$ cat config.mk
export PLATFORM = sky130hd
export DESIGN_NAME = dcache_load_align
export DESIGN_NICKNAME = d
export VERILOG_FILES = /design/src/source/dcache_pkg.sv /design/src/source/dcache_load_align.sv
export VERILOG_INCLUDE_DIRS = /design/src /design/src/source
export SDC_FILE = /design/constraint.sdc
export NUM_CORES = 1
export LEC_CHECK = 0
export BUFFER_PORTS_ARGS = -buffer_cell sky130_fd_sc_hd__buf_2
export CORE_AREA = 2 2 54 81
export DETAILED_ROUTE_END_ITERATION = 16
export DIE_AREA = 0 0 56 83
export PLACE_DENSITY_LB_ADDON = 0.08
export SLEW_MARGIN = 20
export SYNTH_ARGS = -nofsm -noshare
export SYNTH_HDL_FRONTEND = slang
export SYNTH_SLANG_ARGS = --single-unit
$ cat constraint.sdc
create_clock -name clk -period 2.4 [get_ports clk]
set_input_delay 0.36 -clock clk [delete_from_list [all_inputs] [get_ports clk]]
set_output_delay 0.36 -clock clk [all_outputs]
set_load 0.005 [all_outputs]
$ cat src/source/dcache_consts.svh
// Cache geometry and width macros, included by every RTL file that sizes ports or arrays.
`ifndef DCACHE_CONSTS_SVH
`define DCACHE_CONSTS_SVH

// 32 KB, 4 ways, 64 B lines
`define DC_SETS 128
`define DC_WAYS 4

// address split: tag 31..13, set 12..6, line offset 5..0
`define DC_SET_W 7
`define DC_TAG_W 19

// 8-byte data words, so eight refill beats per line
`define DC_BEATS 8

// data array index is {set, way, beat}
`define DC_INDEX_W 12

// load/store queue entry id
`define DC_LSQID_W 4

`endif

$ cat src/source/dcache_pkg.sv
// Shared types for the data cache: LSQ operation codes and the miss FSM states.
package dcache_pkg;

  // bit 0 marks a store; bits 3..1 give width and signedness
  typedef enum logic [3:0] {
    op_lb  = 4'b0000,
    op_lh  = 4'b0010,
    op_lw  = 4'b0100,
    op_lbu = 4'b1000,
    op_lhu = 4'b1010,
    op_sb  = 4'b0001,
    op_sh  = 4'b0011,
    op_sw  = 4'b0101
  } mem_op_e;

  // one outstanding line miss
  typedef enum logic [1:0] {
    miss_idle    = 2'd0,
    miss_request = 2'd1,
    miss_refill  = 2'd2
  } miss_state_e;

endpackage

$ cat src/source/dcache_load_align.sv
// Result stage: registers the issued load and aligns and extends the data array word.
`timescale 1ns/1ns
`include "dcache_consts.svh"

module dcache_load_align import dcache_pkg::*; (
  input  logic                   clk,
  input  logic                   rst,
  input  logic                   ld_issue,
  input  mem_op_e                ld_op,
  input  logic [2:0]             ld_offset,
  input  logic [`DC_LSQID_W-1:0] ld_lsqid,
  input  logic [63:0]            rd_data,
  output logic                   lsq_valid,
  output logic [`DC_LSQID_W-1:0] lsq_resp_lsqid,
  output logic [31:0]            lsq_rdata
);

  logic                   valid_r;
  mem_op_e                op_r;
  logic [2:0]             offset_r;
  logic [`DC_LSQID_W-1:0] lsqid_r;
  logic [31:0]            word;
  logic [31:0]            shifted;

  always_ff @(posedge clk) begin
    if (rst) begin
      valid_r <= 1'b0;
    end else begin
      valid_r <= ld_issue;
    end
  end

  // lines up with the data array read
  always_ff @(posedge clk) begin
    if (ld_issue) begin
      op_r     <= ld_op;
      offset_r <= ld_offset;
      lsqid_r  <= ld_lsqid;
    end
  end

  always_comb begin
    word    = offset_r[2] ? rd_data[63:32] : rd_data[31:0];
    shifted = word >> {offset_r[1:0], 3'b000};
    case (op_r)
      op_lb:   lsq_rdata = {{24{shifted[7]}}, shifted[7:0]};
      op_lh:   lsq_rdata = {{16{shifted[15]}}, shifted[15:0]};
      op_lbu:  lsq_rdata = {24'd0, shifted[7:0]};
      op_lhu:  lsq_rdata = {16'd0, shifted[15:0]};
      default: lsq_rdata = shifted;
    endcase
  end

  assign lsq_valid      = valid_r;
  assign lsq_resp_lsqid = lsqid_r;

endmodule

Word-level counts from Yosys, hierarchy flattened. Index checks and enable logic that the tools add are counted.

Register bits after elaboration: 12. Input port bits: 78. Word-level logic and storage cells: 11.

Eq/ne operators: 3. Shifts and indexed selects: 1. Multiplexer cells: 2. Reduce and logical (&&, ||, !) cells: 1.

Operators by type and width (number): 32-bit one-hot mux with 4 select lines (1); 32-bit 2-to-1 mux (1); 32-bit by 5-bit right shift with 32-bit output (1); 4-bit == test (second input constant) (2); 4-bit by 2-bit == test with 1-bit output (second input constant) (1); 4-bit zero test (1).

Longest topological paths before layout. Gate-level depths: netlist of the first run.

Depth in word-level cells: 3. Gate-level depth with buffers: 7. Gate-level depth less buffers: 4.

Least setup slack after synthesis of the first run. OpenSTA, ideal clock, no wires.

Kind: register to output. From: register offset_r[2]. To: output port lsq_rdata[16]. Arrival: 1507 ps. Required time: 2040 ps. Setup slack: 533 ps. Cell stages (with the launch flop): 7. Buffers on the path: 2. Cell sequence: edfxtp_1 > buf_6 > mux4_2 > a22o_1 > nand4b_4 > buf_6 > nand3_1.

Word-level cells in the longest chain between the ends: 3.

Ends and longest elaborated chain: start: declaration (RTL line dcache_load_align.sv:20) `logic [2:0] offset_r;`; start signal: assignment (RTL line dcache_load_align.sv:37) `offset_r <= ld_offset;`; 32-bit 2-to-1 mux (RTL line dcache_load_align.sv:43) `word = offset_r[2] ? rd_data[63:32] : rd_data[31:0];`; 32-bit by 5-bit right shift with 32-bit output (RTL line dcache_load_align.sv:44) `shifted = word >> {offset_r[1:0], 3'b000};`; 32-bit one-hot mux with 4 select lines (RTL line dcache_load_align.sv:45) `case (op_r)`; end: declaration (RTL line dcache_load_align.sv:15) `output logic [31:0] lsq_rdata`.

No other way between the ends.

Worst setup path after layout of the first run.
From: register offset_r[0]. To: output port lsq_rdata[23].

Word-level cells in the longest chain between the ends: 2.

Ends and longest elaborated chain (RTL line): 32-bit by 5-bit right shift with 32-bit output (dcache_load_align.sv:44); 32-bit one-hot mux with 4 select lines (dcache_load_align.sv:45).

No other way between the ends.

==> results of run 1 <==
-- repair_timing --
item	CTS	global route
resized for setup	2	6
endpoints found under the setup margin	20	23
cloned	2	1
pin swaps	0	1
buffers inserted	0	6
-- stage by stage --
stage | std cells | worst slack (ps) | power [mW]
floorplan | 147 | 533 | 0.519
global placement | 303 | 211 | 0.714
detailed placement | 303 | 236 | 0.719
CTS | 309 | 2.85 | 0.919
global route | 316 | -7.05 | 0.999
finish | 316 | 92.8 | 0.937
-- path summary, 6_finish.rpt --
kind                            end   startpoint  cells past startpoint
worst max-delay path  lsq_rdata[23]  offset_r[0]                      5
worst min-delay path      lsq_valid          rst                      2
-- layer usage --
metal / global-route usage (%) / up-vias / part of all wire, %
met2: 45.2 / 86 / 57
met3: 1.71 / 2 / 6.4
met4: 4.11 / 0 / 0.22
li1: - / 832 / -
met1: 24.9 / 848 / 37
met5: 0 / - / 0
-- sequential cells by signal (all words and copies together), names as in the netlist --
signal          cells
op_r                4
lsq_resp_lsqid      4
lsq_valid           1
offset_r            3
-- cell families (layout without fill, tap and decap cells) --
group                  count (synthesis)  in the layout  share of synthesized area (%)
AND/OR/NAND/NOR                       70             72                           22.4
flip-flops                            12             12                           23.1
AO/OA/AOI/OAI                         17             17                           7.51
buffers and inverters                 14            136                           5.61
multiplexers                          34             34                           41.3
-- cell usage in the layout (no fill, tap or decap), types with 3 or more instances in the layout --
cell type	count
buf_2	114
nand2_1	39
mux4_2	22
nand3_1	16
buf_4	15
edfxtp_1	11
mux2_2	9
a22oi_1	7
o21ai_0	5
nor2_1	4
nand4b_4	4
mux2i_1	3
clkbuf_8	3
-- cell type report --
cell class | instances | area, um2 | area share, %
repair buffers | 131 | 736 | 31.4
well taps | 45 | 56.3 | 2.40
clock buffers | 4 | 45.0 | 1.92
inverters | 1 | 3.75 | 0.160
multi-input cells | 123 | 1150 | 49.2
flip-flops and latches | 12 | 350 | 14.9
-- critical path, stage by stage (launching register included) --
cell and delay (ps):
edfxtp_1 510, mux2_2 290, a2bb2o_1 330, nand4b_4 300
nand3_1 160, buf_2 130
-- power groups by stage --
stage | registers (mW) | logic (mW) | clock network (mW)
after floorplan | 0.259 | 0.260 | 0
after global placement | 0.266 | 0.448 | 0
after detailed placement | 0.266 | 0.453 | 0
after CTS | 0.264 | 0.473 | 0.182
after global routing | 0.269 | 0.538 | 0.191
final | 0.267 | 0.493 | 0.177
==> results_dict.tcl, run 1 <==
set metrics [dict create \
    antenna_left 0 \
    core_um2 3920 \
    clkSlewWorstSetupHoldPaths_ps 50 \
    fillers 390 \
    vias_per_cell 5.59 \
    status "finished, final reports clean" \
    cellPowerDensity_nw_per_um2 400 \
    p_sw_share_pct 31.9 \
    synth_top_area_share_pct 32.7 \
    drc_errors 0 \
    worst_setup_path_start_kind "flip-flop" \
    worstMarginPinSlew_ps 705 \
    max-cap-violations 0 \
    die_height_um 83 \
    clockRootBuffer "clkbuf_8" \
    grt_pass1_wl_mm 8.35 \
    hold_viol_final 0 \
    cts.path.max_buffers 2 \
    path_max_fanout 12 \
    clock_sinks 12 \
    drive_gt1_share_pct 63.5 \
    num_antenna_cells 0 \
    num_io_pins 115 \
    p_comb_share_pct 52.6 \
    synth.largest_area_cell "mux4_2" \
    ctsHoldBuffers 0 \
    syn_avg_cell_area_um2 10.3 \
    die_area_um2 4650 \
    dp_hpwl_mm 3.77 \
    yosysMostFrequentCell "nand2_1" \
    grt_pass1_vias 1852 \
    peakVddDrop_mv 0.395 \
    synth_area_um2 1520 \
    port_buffers 114 \
    cts_inserted_buffers 3 \
    finalSetupViolCount 0 \
    cts_tree "done" \
    slew_headroom_pct 52.9 \
    drt_pass1_iterations 4 \
    rows 28 \
    setup_tns_ps 0 \
    gp_congestion 0.829 \
    synth-seq-cells 12 \
    grt_overflow_total 0 \
    synth_nets 225 \
    cp-end-kind "output port" \
    ys_seq_area_share_pct 23.1 \
    design_area_um2 2340 \
    cp.required_ps 2040 \
    wire_per_inst_um 17.0 \
    crit_arrival_ps 1950 \
    max_clock_freq_mhz 433 \
    seqPwrFrac_pct 28.5 \
    netlist_top_cells_area "mux4_2, edfxtp_1, nand2_1" \
    hp-class "input port to flip-flop" \
    synth-warning-count 0 \
    synthTopCellsByCount "nand2_1, mux4_2, nand3_1" \
    final_util_pct 59.8 \
    power_switching_uw 299 \
    antenna_found_initial 0 \
    via_count 1768 \
    syn2layout_area_growth_pct 54.6 \
    htree_levels 1 \
    grt_start_max_net_pins 17 \
    grt_usage_pct 22.5 \
    dpl-instance-area_um2 2150 \
    nets 350 \
    post_synth_num_cell_types 25 \
    leakagePower_nw 1.21 \
    slew_violations 0 \
    synth_edf_count 11 \
    p_clk_share_pct 18.9 \
    synthFlopType "edfxtp_1" \
    async_reset_ff_share_pct 0 \
    timing.hold.ws_ps 281 \
    rsz0062_at_grt "yes" \
    min_period_ps 2310 \
    initial_core_util_pct 38.6 \
    synth_cells 147 \
    internal_power_uw 638 \
    period_share_pct 96.1 \
    drt_first_iter_violations 88 \
    die_w_um 56 \
    critPathKind "flip-flop to output port" \
    drt-total-wl_mm 5.38 \
]
(Power assumes the default switching activity.)
==> run 2: changes to the inputs <==
Settings changed: BUFFER_PORTS_ARGS -buffer_cell sky130_fd_sc_hd__buf_2 to -buffer_cell sky130_fd_sc_hd__clkbuf_2, PLACE_DENSITY set to 0.81, PLACE_DENSITY_LB_ADDON 0.08 to unset.
==> run 2 against run 1 <==
Net effect: flip-flop and latch count is the same; total power shrank 1.3%; combinational power shrank 2%; count of clock-buffer cells in the layout is the same; non-clock buffer count shrank 2; critical path depth grew 1.
==> results_dict.tcl, run 2 (synthesis results as in run 1) <==
set metrics [dict create \
    die_area_um2 4650 \
    cellPowerDensity_nw_per_um2 406 \
    dp_slack_ps 278 \
    clkSlewWorstSetupHoldPaths_ps 50 \
    wire_per_inst_um 16.4 \
    worst_setup_path_start_kind "flip-flop" \
    syn2layout_area_growth_pct 50.3 \
    cp-end-kind "output port" \
    finalSetupViolCount 0 \
    nets 347 \
    crit_slowest_cell "edfxtp_1" \
    hp-class "input port to flip-flop" \
    rsz0062_at_grt "yes" \
    final_common_cell "clkbuf_2" \
    htree_levels 1 \
    power_switching_uw 297 \
    max_clock_freq_mhz 430 \
    antenna_left 0 \
    clockRootBuffer "clkbuf_8" \
    crit_arrival_ps 1970 \
    ctsHoldBuffers 0 \
    dp_hpwl_mm 4.09 \
    timing.hold.ws_ps 281 \
    p_comb_share_pct 52.0 \
    die_height_um 83 \
    grt_usage_pct 20.8 \
    p_clk_share_pct 19.5 \
    critPathKind "flip-flop to output port" \
    cts_tree "done" \
    num_io_pins 115 \
    max-cap-violations 0 \
    p_sw_share_pct 32.1 \
    antenna_found_initial 0 \
    cpPeakStageDelay_ps 380 \
    cp.required_ps 2040 \
    clock_sinks 12 \
    seqPwrFrac_pct 28.5 \
    port_buffers 114 \
    vias_per_cell 5.70 \
    period_share_pct 97.0 \
    initial_core_util_pct 38.6 \
    cts.path.max_buffers 2 \
    grt_start_max_net_pins 25 \
    peakVddDrop_mv 0.383 \
    fin_ws_ps 72.4 \
    hold_viol_final 0 \
    path_max_fanout 24 \
    rows 28 \
    grt_overflow_total 0 \
    crit_chain "buf_4, mux2i_1, a2bb2o_1, nand4b_4, o21ai_1, clkbuf_2" \
    internal_power_uw 628 \
    grt_pass1_vias 1748 \
    grt_pass1_wl_mm 8.06 \
    min_period_ps 2330 \
    status "finished, final reports clean" \
    fillers 365 \
    mostFrequentLayoutCells "clkbuf_2, nand2_1, mux4_2" \
    die_w_um 56 \
    crit_family "compound AO/OA/AOI/OAI gates" \
    final_util_pct 58.1 \
    via_count 1783 \
    drt_first_iter_violations 194 \
    gp_congestion 0.921 \
    drc_errors 0 \
    slew_violations 0 \
    drt_pass1_iterations 4 \
    core_um2 3920 \
    slew_headroom_pct 60.4 \
    num_antenna_cells 0 \
    setup_tns_ps 0 \
    cts_inserted_buffers 3 \
    leakagePower_nw 1.19 \
    worstMarginPinSlew_ps 591 \
    drive_gt1_share_pct 62.7 \
    critical_path_buf_inv_count 2 \
    drt-total-wl_mm 5.14 \
]
==> run 2: cell types whose count changed in the layout (fill, tap and decap cells not counted) <==
cell / before / now
a22oi_2: 0 / 1
nand4b_4: 4 / 3
nor4_4: 1 / 0
buf_2: 114 / 0
buf_12: 1 / 2
a22oi_1: 7 / 6
nand3_2: 2 / 0
bufbuf_16: 1 / 0
nand3_1: 16 / 18
clkbuf_2: 0 / 114
nor4_2: 0 / 1
buf_4: 15 / 13
==> run 2: cell type report <==
class / instances / area, um2 / area share (%)
multi-input combinational: 122 / 1120 / 49.0
timing repair buffer: 129 / 708 / 31.1
sequential: 12 / 350 / 15.4
tap: 45 / 56.3 / 2.47
clock buffer: 4 / 45.0 / 1.98
inverter: 1 / 3.75 / 0.165
==> run 2: final timing paths <==
path	start	endpoint	slack (ps)	depth (start not counted)
worst min-delay path	rst	lsq_valid	280	2
worst max-delay path	offset_r[0]	lsq_rdata[12]	70	6
==> run 2: through the flow <==
stage                     std cells  power [mW]  area (um2)
after CTS                       306       0.908        2200
after global routing            313       0.982        2280
after floorplan                 147       0.519        1520
after global placement          302       0.711        2150
final                           313       0.925        2280
after detailed placement        302       0.723        2150
==> run 2: metal layers <==
| layer | vias up | global-route usage [%] | wire (um) |
|---|---|---|---|
| met5 | - | 0 | 0 |
| met4 | 0 | 6.06 | 62 |
| met3 | 8 | 4.05 | 580 |
| met2 | 129 | 36.3 | 2610 |
| met1 | 828 | 25.8 | 1890 |
| li1 | 818 | - | - |
==> run 2: power by group through the flow <==
stage	Sequential [mW]	Clock, mW	Combinational (mW)
2_1_floorplan	0.259	0	0.260
3_3_place_gp	0.263	0	0.447
3_5_place_dp	0.265	0	0.459
4_1_cts	0.261	0.188	0.460
5_1_grt	0.265	0.195	0.521
6_report	0.264	0.180	0.481
==> run 2: what timing repair did <==
item,4_1_cts,5_1_grt
buffers inserted,0,6
endpoints found under the setup margin,0,22
gates resized for setup,0,5
