[config.mk]
export PLATFORM = sky130hd
export DESIGN_NAME = dcache_miss_unit
export DESIGN_NICKNAME = d
export VERILOG_FILES = /design/src/source/dcache_pkg.sv /design/src/source/dcache_miss_unit.sv
export VERILOG_INCLUDE_DIRS = /design/src /design/src/source
export SDC_FILE = /design/constraint.sdc
export NUM_CORES = 1
export LEC_CHECK = 0
export BUFFER_PORTS_ARGS = -buffer_cell sky130_fd_sc_hd__buf_2
export CAP_MARGIN = 20
export CELL_PAD_IN_SITES_DETAIL_PLACEMENT = 0
export CELL_PAD_IN_SITES_GLOBAL_PLACEMENT = 1
export CORE_AREA = 2 2 121 123
export DETAILED_ROUTE_END_ITERATION = 6
export DIE_AREA = 0 0 123 125
export PLACE_DENSITY_LB_ADDON = 0.1
export RECOVER_POWER = 100
export SKIP_CTS_REPAIR_TIMING = 1
export SYNTH_ARGS = -nofsm -noshare
export SYNTH_HDL_FRONTEND = slang
export SYNTH_SLANG_ARGS = --single-unit
[constraint.sdc]
create_clock -name clk -period 6.5 [get_ports clk]
set_input_delay 0.65 -clock clk [delete_from_list [all_inputs] [get_ports clk]]
set_output_delay 0.65 -clock clk [all_outputs]
set_load 0.02 [all_outputs]
[src/source/dcache_consts.svh]
// Cache geometry and width macros, included by every RTL file that sizes ports or arrays.
`ifndef DCACHE_CONSTS_SVH
`define DCACHE_CONSTS_SVH

// 32 KB, 4 ways, 64 B lines
`define DC_SETS 128
`define DC_WAYS 4

// address split: tag 31..13, set 12..6, line offset 5..0
`define DC_SET_W 7
`define DC_TAG_W 19

// 8-byte data words, so eight refill beats per line
`define DC_BEATS 8

// data array index is {set, way, beat}
`define DC_INDEX_W 12

// load/store queue entry id
`define DC_LSQID_W 4

`endif

[src/source/dcache_pkg.sv]
// Shared types for the data cache: LSQ operation codes and the miss FSM states.
package dcache_pkg;

  // bit 0 marks a store; bits 3..1 give width and signedness
  typedef enum logic [3:0] {
    op_lb  = 4'b0000,
    op_lh  = 4'b0010,
    op_lw  = 4'b0100,
    op_lbu = 4'b1000,
    op_lhu = 4'b1010,
    op_sb  = 4'b0001,
    op_sh  = 4'b0011,
    op_sw  = 4'b0101
  } mem_op_e;

  // one outstanding line miss
  typedef enum logic [1:0] {
    miss_idle    = 2'd0,
    miss_request = 2'd1,
    miss_refill  = 2'd2
  } miss_state_e;

endpackage

[src/source/dcache_miss_unit.sv]
// Miss unit: drives the L2 port for line reads and store writes and sequences the refill.
`timescale 1ns/1ns
`include "dcache_consts.svh"

module dcache_miss_unit import dcache_pkg::*; (
  input  logic                          clk,
  input  logic                          rst,
  input  logic                          miss_start,
  input  logic [31:6]                   miss_line_addr,
  input  logic [$clog2(`DC_WAYS)-1:0]   miss_way,
  input  logic                          st_req,
  input  logic [31:2]                   st_addr,
  input  logic [3:0]                    st_wmask,
  input  logic [31:0]                   st_wdata,
  input  logic                          l2_ready,
  input  logic                          l2_valid,
  input  logic [63:0]                   l2_rdata,
  output logic                          miss_busy,
  output logic                          fill_done,
  output logic                          st_done,
  output logic                          l2_req,
  output logic [31:2]                   l2_addr,
  output logic                          l2_wen,
  output logic [3:0]                    l2_wmask,
  output logic [31:0]                   l2_wdata,
  output logic                          fill_wen,
  output logic [`DC_INDEX_W-1:0]        fill_windex,
  output logic [63:0]                   fill_wdata
);

  localparam int WAY_W  = $clog2(`DC_WAYS);
  localparam int BEAT_W = $clog2(`DC_BEATS);

  miss_state_e       state_r;
  logic [31:6]       line_r;
  logic [WAY_W-1:0]  way_r;
  logic [BEAT_W-1:0] beat_r;
  logic              fill_done_r;
  logic              line_sel;
  logic              last_beat;

  assign last_beat = beat_r == BEAT_W'(`DC_BEATS - 1);

  always_ff @(posedge clk) begin
    if (rst) begin
      state_r     <= miss_idle;
      beat_r      <= '0;
      fill_done_r <= 1'b0;
    end else begin
      fill_done_r <= 1'b0;
      case (state_r)
        miss_idle: begin
          if (miss_start) begin
            state_r <= miss_request;
            beat_r  <= '0;
          end
        end
        miss_request: begin
          if (l2_ready) state_r <= miss_refill;
        end
        miss_refill: begin
          if (l2_valid) begin
            beat_r <= beat_r + 1'b1;
            if (last_beat) begin
              state_r     <= miss_idle;
              fill_done_r <= 1'b1;
            end
          end
        end
        default: state_r <= miss_idle;
      endcase
    end
  end

  always_ff @(posedge clk) begin
    if (state_r == miss_idle && miss_start) begin
      line_r <= miss_line_addr;
      way_r  <= miss_way;
    end
  end

  // line read has the port first, the store waits
  assign line_sel = state_r == miss_request;
  assign st_done  = st_req && l2_ready && !line_sel;

  assign l2_req   = line_sel || st_req;
  assign l2_addr  = line_sel ? {line_r, 4'b0000} : st_addr;
  assign l2_wen   = !line_sel;
  assign l2_wmask = line_sel ? 4'b0000 : st_wmask;
  assign l2_wdata = st_wdata;

  // beats arrive in address order
  assign fill_wen    = state_r == miss_refill && l2_valid;
  assign fill_windex = {line_r[6 +: `DC_SET_W], way_r, beat_r};
  assign fill_wdata  = l2_rdata;

  assign fill_done = fill_done_r;
  // held through the fill_done cycle until the tag is written
  assign miss_busy = state_r != miss_idle || fill_done_r;

  a_beat_in_refill: assert property (@(posedge clk) disable iff (rst)
    l2_valid |-> state_r == miss_refill);

endmodule

* Yosys cells after proc, flatten, opt, wreduce, memory -nomap -nowiden
Index checks and enable logic that the tools add are counted.
** Word-level totals
- Bits in registers :: 34
- Latch bits :: 0
- RAM bits :: 0
- Bits in read-only memories :: 0
- Input bits :: 164
- Memories :: 0
** Cells by class
- Add/subtract/negate cells :: 1
- Multipliers :: 0
- Divide/modulo/power cells :: 0
- $lt $le $gt $ge :: 0
- Eq/ne operators :: 7
- Shift operators :: 0
- Muxes and demuxes :: 11
- Bitwise logic cells :: 2
- Reduce and logical (&&, ||, !) cells :: 13
** Operators by type and width (count)
- 30-bit 2-to-1 mux :: 1
- 2-bit 2-to-1 mux :: 4
- 2-bit inequality test, second input constant :: 4
- 3-bit 2-to-1 mux :: 2
- 2-bit case mux with 3 select lines :: 1
- 3-bit case mux with 2 select lines :: 1
- 1-bit logical AND :: 4
- 4-bit 2-to-1 mux :: 1
- 4-bit AND reduction :: 1
- 2-bit nonzero test :: 2
- 3-bit by 1-bit adder with 3-bit output, second input constant :: 1
- 3-bit equality test, second input constant :: 1
- 3-bit AND reduction :: 1
- 3-bit OR reduction :: 1
- 2-bit by 1-bit equality test with 1-bit output, second input constant :: 1
- 2-bit equality test, second input constant :: 1
- 2-bit logical NOT :: 1
- 1-bit logical OR :: 2
- 1-bit NOT :: 2
- 1-bit logical NOT :: 1
- 1-bit 2-to-1 mux :: 1

* Longest topological paths before layout
Gate-level depths: netlist of run 1.
- Depth in word-level cells :: 4
- Mapped depth :: 5

* Least setup slack after synthesis of run 1
No wires, ideal clock.
- Path kind :: input-to-reg
- Start point :: in miss_start
- End point :: reg line_r[10] in the netlist's numbering (enable)
- Arrival :: 2.789 ns
- Data required time :: 6.043 ns
- Path slack :: 3.254 ns
- Stages on the path :: 1
- Path through :: nor3b_1
** Between the ends
- Cells in the longest elaborated chain, start to end :: 1
** RTL lines
- start, declared :: line dcache_miss_unit.sv:8 : input logic miss_start,
- 1-bit logical AND :: line dcache_miss_unit.sv:76 : if (state_r == miss_idle && miss_start) begin
- end signal, assigned :: line dcache_miss_unit.sv:77 : line_r <= miss_line_addr;
- end, declared :: line dcache_miss_unit.sv:35 : logic [31:6] line_r;
No other way between the ends.
A chain may end at the register's enable or synchronous reset.

* Worst setup path in the final report of run 1
- Start point :: reg state_r[1]
- End point :: out l2_addr[26] in the netlist's numbering
** Between the ends
- Cells in the longest elaborated chain, start to end :: 2
** RTL lines
- start, declared :: line dcache_miss_unit.sv:34 : miss_state_e state_r;
- start signal, assigned :: line dcache_miss_unit.sv:46 : state_r <= miss_idle;
- start signal, assigned :: line dcache_miss_unit.sv:54 : state_r <= miss_request;
- start signal, assigned :: line dcache_miss_unit.sv:59 : if (l2_ready) state_r <= miss_refill;
- 2-bit by 1-bit equality test with 1-bit output :: line dcache_miss_unit.sv:83 : assign line_sel = state_r == miss_request;
- 30-bit 2-to-1 mux :: line dcache_miss_unit.sv:87 : assign l2_addr = line_sel ? {line_r, 4'b0000} : st_addr;
- end, declared :: line dcache_miss_unit.sv:22 : output logic [31:2] l2_addr,
No other way between the ends.

==> results of run 1 <==
==> per-layer routing <==
| layer | share of wire (%) | GRT usage (%) | routed length [µm] |
|---|---|---|---|
| met1 | 37 | 7.049 | 2044 |
| met2 | 49 | 11.31 | 2672 |
| met3 | 11 | 2.418 | 605 |
| met4 | 3.3 | 4.144 | 183 |
| met5 | 0 | 0 | 0 |
==> where the power goes <==
part	switching, mW	leakage (nW)	internal (mW)
logic	0.0721	0.587	0.0469
registers	0.00635	0.317	0.253
clock network	0.0943	0.0915	0.218
==> path summary, 6_finish.rpt <==
check / slack, ps / to
worst max-delay path: 2850 / l2_addr[26]
worst max register to register: 3430 / line_r[31]
worst min register to register: 500 / beat_r[1]
worst min-delay path: 500 / beat_r[1]
==> logic make-up after synthesis <==
| group | count (synthesis) | share of synthesized area, % |
|---|---|---|
| flops | 34 | 40.13 |
| simple gates | 26 | 6.740 |
| compound gates | 9 | 2.508 |
| mux | 26 | 15.05 |
| buf+inv | 108 | 34.53 |
| fa+ha+maj | 2 | 1.045 |
==> cells in the mapped netlist (2+ instances only) <==
master	count	area (µm²)
a21oi_1	4	20.02
a32oi_1	2	17.52
and2_1	9	56.30
buf_4	103	773.2
clkbuf_1	2	7.510
dfxtp_1	6	120.1
edfxtp_1	28	840.8
ha_1	2	25.02
mux2_2	8	90.09
mux2_4	18	270.3
nand2_1	4	15.01
nand3b_1	2	15.01
nor2b_1	2	12.51
nor3b_1	2	15.01
==> worst min-delay path: stages, from the launching register on <==
cell	delay, ps
dfxtp_1	340
nand2_1	60
a21oi_1	50
==> sequential cells by signal, indices dropped and copies added, names as in the netlist <==
register and count:
beat_r 3, line_r 26, fill_done 1, state_r 2
way_r 2
==> per-stage QoR <==
step	instances	instance area, µm²	hold WS, ps	util [%]
2_1_floorplan	205	2395	536.4	-
3_3_place_gp	401	2406	488.6	16.94
3_5_place_dp	402	2434	492.5	17.13
4_1_cts	410	2623	502.4	18.46
5_1_grt	410	2485	520.8	17.49
6_report	410	2485	496.4	17.49
==> cell type report <==
cell class	count	area (µm²)
multi-input combinational	63	540.5
tap	184	230.2
fill	1624	11720
timing repair buffer	121	564.3
clock inverter	3	63.81
clock buffer	5	125.1
sequential	34	960.9
==> flow_summary.json, run 1 <==
{
  "status": "finished, violations left",
  "violations": "capacitance limit, slew limit",
  "power_uw": 691.3,
  "min_period_over_period_pct": 56.12,
  "async_flop_share_pct": 0,
  "crit_buf_inv": 2,
  "grt_pass1_wl_um": 7714,
  "crit_path_top_delay_cell": "clkbuf_1",
  "hp-class": "flop to flop",
  "yosys.cell_types.count": 27,
  "numCtsBuffers": 5,
  "syn_nets": 371,
  "drive_gt1_share_pct": 46.46,
  "cts_tree": "yes",
  "ys_seq_elements": 34,
  "cp-end-kind": "output pin",
  "crit_chain": "nand2b_1, clkbuf_1, mux2_2, clkbuf_1",
  "slew_viol_final": 11,
  "dieArea_um2": 15380,
  "synth_ff_type": "edfxtp_1",
  "rows": 44,
  "slew_headroom_pct": -9.054,
  "ioPinCount": 312,
  "crit_path_start_kind": "flop",
  "cp-startpoint": "state_r[1]",
  "num_antenna_cells": 0,
  "ys_warn_count": 0,
  "hold_depth": 2,
  "slowest_delay_ps": 830,
  "wl_per_cell_um": 13.43,
  "clock_path_buffers": 2,
  "cap_violations": 1,
  "final_common_cell": "buf_2",
  "setup_ws_ps": 2852,
  "antenna_found_initial": 0,
  "htree_num_levels": 2,
  "synth_area_um2": 2395,
  "r2r-start": "state_r[1]",
  "leakagePower_nw": 0.9951,
  "max_freq_mhz": 274.1,
  "die_h_um": 125,
  "tns_ps": 0,
  "area_growth_pct": 3.762,
  "grt_use_total_pct": 6.717,
  "synth_edf_count": 28,
  "hold_viol": 0,
  "drtPass1Iterations": 4,
  "fin_skew_ps": 5.107,
  "syn_avg_cell_area_um2": 11.68,
  "cts_root_buf": "clkbuf_16",
  "p_per_area_nw_per_um2": 278.2,
  "cp.required_ps": 5850,
  "insertion_delay_ps": 280,
  "worst-path-stages": 4,
  "setup_viol": 0,
  "cp_top_family": "buffers and inverters",
  "period_needed_ps": 3648,
  "yosysSeqAreaShare_pct": 40.13,
  "postSynthCellCount": 205,
  "arrival_ps": 3000,
  "gp_congestion": 0.6246,
  "grt_pass1_vias": 1359,
  "drc_errors": 0,
  "drt_wl_total_um": 5506,
  "nNetsFinal": 391,
  "avgViaCountPerCell": 3.368,
  "place_ws_ps": 3902,
  "reg2regPathDepth": 2,
  "start_util_pct": 16.86,
  "die_w_um": 123,
  "critPathKind": "flop to output pin",
  "drt.antenna.violating_nets": 0,
  "worstHoldStart": "beat_r[1]",
  "mostFrequentLayoutCells": "buf_2 (88), clkbuf_1 (33), edfxtp_1 (28)",
  "worst_slew_pin_slew_ps": 1632,
  "clk_pin_slew_ps": 50,
  "io_buffers": 119,
  "rsz0062_at_grt": "no",
  "cts.sinks": 34,
  "worst-path-max-fanout": 23,
  "overflow": 0,
  "dr_total_vias": 1381,
  "core_area_um2": 14200,
  "crit_top_cell": "clkbuf_1",
  "ir_worst_vdd_uv": 120.3,
  "drtIter0Drc": 43,
  "grt_max_degree": 24
}
No activity file was read; power rests on OpenSTA's default activity.
==> inputs of run 2 (changes only) <==
CORE_AREA = 2 2 120 122   (was 2 2 121 123)
DIE_AREA = 0 0 122 124   (was 0 0 123 125)
clock period = 3.7 ns   (was 6.5 ns; I/O delays follow)
==> flow_summary.json, run 2 (synthesis gave the netlist of run 1 again) <==
{
  "status": "finished, final reports clean",
  "grt_pass1_wl_um": 7576,
  "p_per_area_nw_per_um2": 439.8,
  "dpl.hpwl_um": 4072,
  "crit_buf_inv": 2,
  "drt_wl_total_um": 5458,
  "fin_skew_ps": 4.844,
  "mostFrequentLayoutCells": "buf_2 (87), clkbuf_1 (35), edfxtp_1 (28)",
  "overflow": 0,
  "drive_gt1_share_pct": 46.02,
  "largest_register_ffs": 26,
  "cap_violations": 0,
  "cts_root_buf": "clkbuf_16",
  "area_growth_pct": 1.619,
  "hold_viol": 0,
  "core_area_um2": 13720,
  "drtIter0Drc": 35,
  "cp_top_family": "buffers and inverters",
  "avgViaCountPerCell": 3.387,
  "drt.antenna.violating_nets": 0,
  "max_freq_mhz": 369.3,
  "r2r_slack_ps": 1440,
  "grt_pass1_vias": 1372,
  "start_util_pct": 17.46,
  "final_common_cell": "buf_2",
  "num_antenna_cells": 0,
  "period_needed_ps": 2708,
  "antenna_found_initial": 0,
  "worst_slew_pin_slew_ps": 1244,
  "ioPinCount": 312,
  "insertion_delay_ps": 280,
  "clk_pin_slew_ps": 60,
  "hp-class": "input port to flop",
  "critPathKind": "flop to output pin",
  "grt_use_total_pct": 6.812,
  "place_area_um2": 2409,
  "dr_total_vias": 1375,
  "finalInstanceArea_um2": 2434,
  "largestRegisters": "line_r x26, beat_r x3",
  "rows": 43,
  "power_mw": 1.070,
  "ir_worst_vdd_uv": 117.0,
  "gp_congestion": 0.6031,
  "min_period_over_period_pct": 73.18,
  "slew_headroom_pct": 16.90,
  "rsz0062_at_grt": "no",
  "leakagePower_nw": 0.9733,
  "cts_tree": "yes",
  "grt_max_degree": 29,
  "cts.sinks": 34,
  "die_w_um": 122,
  "nNetsFinal": 391,
  "slew_viol_final": 0,
  "slowest_delay_ps": 540,
  "clock_path_buffers": 2,
  "setup_viol": 0,
  "crit_chain": "nand2b_1, buf_4, mux2_1, buf_2",
  "drtPass1Iterations": 3,
  "worst-path-max-fanout": 28,
  "io_buffers": 119,
  "numCtsBuffers": 5,
  "dieArea_um2": 15130,
  "largest_register": "line_r",
  "tns_ps": 0,
  "crit_path_start_kind": "flop",
  "cp-end-kind": "output pin",
  "arrival_ps": 2340,
  "crit_path_top_delay_cell": "nand2b_1",
  "drc_errors": 0,
  "die_h_um": 124,
  "htree_num_levels": 2,
  "wl_per_cell_um": 13.44,
  "cp.required_ps": 3330
}
==> run 2: changes by cell type in the layout (fill, tap and decap cells not counted) <==
cell | before | now
clkbuf_1 | 33 | 35
and2_1 | 6 | 7
and2_0 | 3 | 2
buf_4 | 0 | 2
bufinv_16 | 2 | 0
buf_2 | 88 | 87
clkinv_1 | 1 | 0
==> run 2: layer usage <==
metal  routed length, µm  share of wire (%)  vias up  global-route usage [%]
met5                   0                  0        -                       0
met4                 174                3.2        0                   4.454
met3                 659                 12       31                   3.251
met2                2542                 47      110                   11.03
met1                2081                 38      605                   7.073
li1                    -                  -      629                       -
==> run 2: final timing paths <==
| check | startpoint | to | cells past startpoint |
|---|---|---|---|
| worst min register to register | beat_r[2] | beat_r[2] | 2 |
| worst min-delay path | miss_line_addr[30] | line_r[30] | 1 |
| worst max register to register | state_r[1] | line_r[20] | 2 |
| worst max-delay path | state_r[1] | l2_addr[20] | 4 |
==> run 2: cell type report <==
| class | count | area (µm²) |
|---|---|---|
| Tap cell | 180 | 225.2 |
| Timing Repair Buffer | 121 | 570.5 |
| Multi-Input combinational cell | 63 | 540.5 |
| Sequential cell | 34 | 960.9 |
| Fill cell | 1563 | 11290 |
| Clock buffer | 8 | 136.4 |
==> run 2: where the power goes <==
group	switching [mW]	internal [mW]	total, mW
Sequential	0.0107	0.444	0.455
Combinational	0.126	0.0835	0.209
Clock	0.155	0.250	0.406
==> run 2: metrics by stage <==
stage / hold WS, ps / cells / worst slack [ps] / util, %
2_1_floorplan: 439.1 / 205 / 604.3 / -
3_3_place_gp: 490.8 / 398 / 1429 / 17.56
3_5_place_dp: 498.7 / 398 / 1375 / 17.56
4_1_cts: 249.9 / 406 / 1067 / 18.55
5_1_grt: 252.4 / 406 / 738.7 / 17.74
6_report: 261.9 / 406 / 992.4 / 17.74
==> inputs of run 3 (changes only) <==
ABC_AREA = 1   (was default)
CORE_AREA = 2 2 122 124   (was 2 2 120 122)
DIE_AREA = 0 0 124 126   (was 0 0 122 124)
clock period = 2.3 ns   (was 3.7 ns; I/O delays follow)
==> flow_summary.json, run 3 <==
{
  "num_antenna_cells": 0,
  "postSynthCellCount": 282,
  "hold_viol": 0,
  "cts_root_buf": "clkbuf_16",
  "mostFrequentLayoutCells": "nand2_1 (87), buf_2 (66), clkbuf_1 (53)",
  "async_flop_share_pct": 0,
  "worst_slew_pin_slew_ps": 545.1,
  "tns_ps": 0,
  "drt_wl_total_um": 7771,
  "area_growth_pct": 5.073,
  "syn_nets": 448,
  "die_h_um": 126,
  "rsz0062_at_grt": "no",
  "numCtsBuffers": 5,
  "io_buffers": 119,
  "largest_register": "line_r",
  "grt_use_total_pct": 9.677,
  "synth_top_cell_area_share_pct": 35.15,
  "cp-startpoint": "state_r[1]",
  "reg2reg_to": "line_r[27]",
  "drtIter0Drc": 80,
  "critPathKind": "flop to output pin",
  "power_mw": 2.016,
  "drive_gt1_share_pct": 26.73,
  "worstHoldStart": "miss_line_addr[29]",
  "power.switching_uw": 558.0,
  "whs_endpoint": "line_r[29]",
  "crit_path_start_kind": "flop",
  "slew_viol_final": 0,
  "synth_area_um2": 2392,
  "grt_pass1_vias": 1746,
  "ys_top_cells_by_count": "buf_4 (103), nand2_1 (87), edfxtp_1 (28)",
  "reg2regPathDepth": 4,
  "rows": 44,
  "synth_edf_count": 28,
  "nNetsFinal": 468,
  "yosysSeqAreaShare_pct": 40.17,
  "largest_register_ffs": 26,
  "ioPinCount": 312,
  "ys_seq_elements": 34,
  "setup_viol": 0,
  "cts.sinks": 34,
  "start_util_pct": 16.71,
  "leakagePower_nw": 1.163,
  "period_needed_ps": 1862,
  "hold_depth": 1,
  "die_w_um": 124,
  "clk_pin_slew_ps": 60,
  "final_common_cell": "nand2_1",
  "p_clk_share_pct": 43.7,
  "synth_top_area_cell": "edfxtp_1",
  "insertion_delay_ps": 280,
  "synth_ff_type": "edfxtp_1",
  "yosys.cell_types.count": 16,
  "drtPass1Iterations": 4,
  "status": "finished, final reports clean",
  "max_freq_mhz": 537.2,
  "cp-end-kind": "output pin",
  "worst-path-max-fanout": 28,
  "gp_congestion": 0.7041,
  "synthTopCellsByArea": "edfxtp_1 (35%), buf_4 (32%), nand2_1 (14%)",
  "avgViaCountPerCell": 3.464,
  "p_comb_share_pct": 19.7,
  "dr_total_vias": 1687,
  "r2r_slack_ps": 730,
  "slew_headroom_pct": 63.61,
  "grt_max_degree": 29,
  "cap_violations": 0,
  "htree_num_levels": 2,
  "ys_warn_count": 0,
  "min_period_over_period_pct": 80.94,
  "pwr-share-seq_pct": 36.6,
  "fin_skew_ps": 3.652,
  "clock_path_buffers": 2,
  "final_cells": 487,
  "core_area_um2": 14310,
  "overflow": 0,
  "hp-class": "input port to flop",
  "switching_share_pct": 27.68,
  "grt_pass1_wl_um": 10640,
  "cp.required_ps": 2070,
  "largestRegisters": "line_r x26, beat_r x3",
  "p_per_area_nw_per_um2": 802.0,
  "ir_worst_vdd_uv": 410.3,
  "dieArea_um2": 15620,
  "drt.antenna.violating_nets": 0,
  "placedCellCount": 479,
  "intPower_mw": 1.458,
  "wl_per_cell_um": 15.96,
  "dpl.hpwl_um": 6191,
  "arrival_ps": 1630,
  "antenna_found_initial": 0,
  "drc_errors": 0,
  "cts_tree": "yes",
  "syn_avg_cell_area_um2": 8.483,
  "holdWs_ps": 118.8,
  "r2r-start": "state_r[1]",
  "postLayoutCoreUtil_pct": 17.56,
  "synth_most_common_cell": "buf_4"
}
-- run 3: worst max path at each step --
| stage | to | slack (ps) | depth (start not counted) |
|---|---|---|---|
| after global placement | line_r[27] | 690 | 4 |
| after detailed placement | line_r[31] | 670 | 4 |
| after floorplan | line_r[10] | 730 | 3 |
| final | l2_addr[26] | 440 | 5 |
| after CTS | l2_addr[20] | 440 | 5 |
| after global routing | l2_addr[7] | 240 | 5 |
-- run 3: power groups by stage --
| stage | sequential [mW] | clock, mW | combinational, mW |
|---|---|---|---|
| 2_1_floorplan | 0.756 | 0 | 0.506 |
| 3_3_place_gp | 0.751 | 0 | 0.436 |
| 3_5_place_dp | 0.751 | 0 | 0.432 |
| 4_1_cts | 0.738 | 0.907 | 0.434 |
| 5_1_grt | 0.743 | 0.931 | 0.443 |
| 6_report | 0.738 | 0.881 | 0.397 |
-- run 3: cells by family after synthesis --
logic type,share of synthesized area (%)
simple gates,18.20
fa+ha+maj,1.046
compound gates,1.046
buf+inv,39.54
flops,40.17
-- run 3: worst max-delay path: stages (launching register included) --
cell	delay (ps)
dfxtp_1	420
nor2_4	70
inv_2	410
nand2_1	90
nand2_1	70
clkbuf_1	280
-- run 3: per-stage QoR --
| stage | instance area [µm²] | worst slack (ps) |
|---|---|---|
| finish | 2514 | 438.4 |
| global route | 2514 | 240.8 |
| CTS | 2580 | 436.1 |
| detailed placement | 2391 | 668.5 |
| global placement | 2391 | 692.5 |
| floorplan | 2392 | 731.5 |
-- run 3: cell type report --
class	instances	area, µm²
Clock buffer	5	125.1
Tap cell	184	230.2
Clock inverter	3	63.81
Inverter	21	78.83
Sequential cell	34	960.9
Timing Repair Buffer	122	564.3
Multi-Input combinational cell	118	490.5
Fill cell	1673	11800
-- run 3: per-layer routing --
| layer | routed length, µm | GRT usage, % | up-vias |
|---|---|---|---|
| li1 | - | - | 800 |
| met1 | 2596 | 10.09 | 723 |
| met2 | 3569 | 13.80 | 119 |
| met3 | 1195 | 7.065 | 45 |
| met4 | 409 | 6.015 | 0 |
| met5 | 0 | 0 | - |
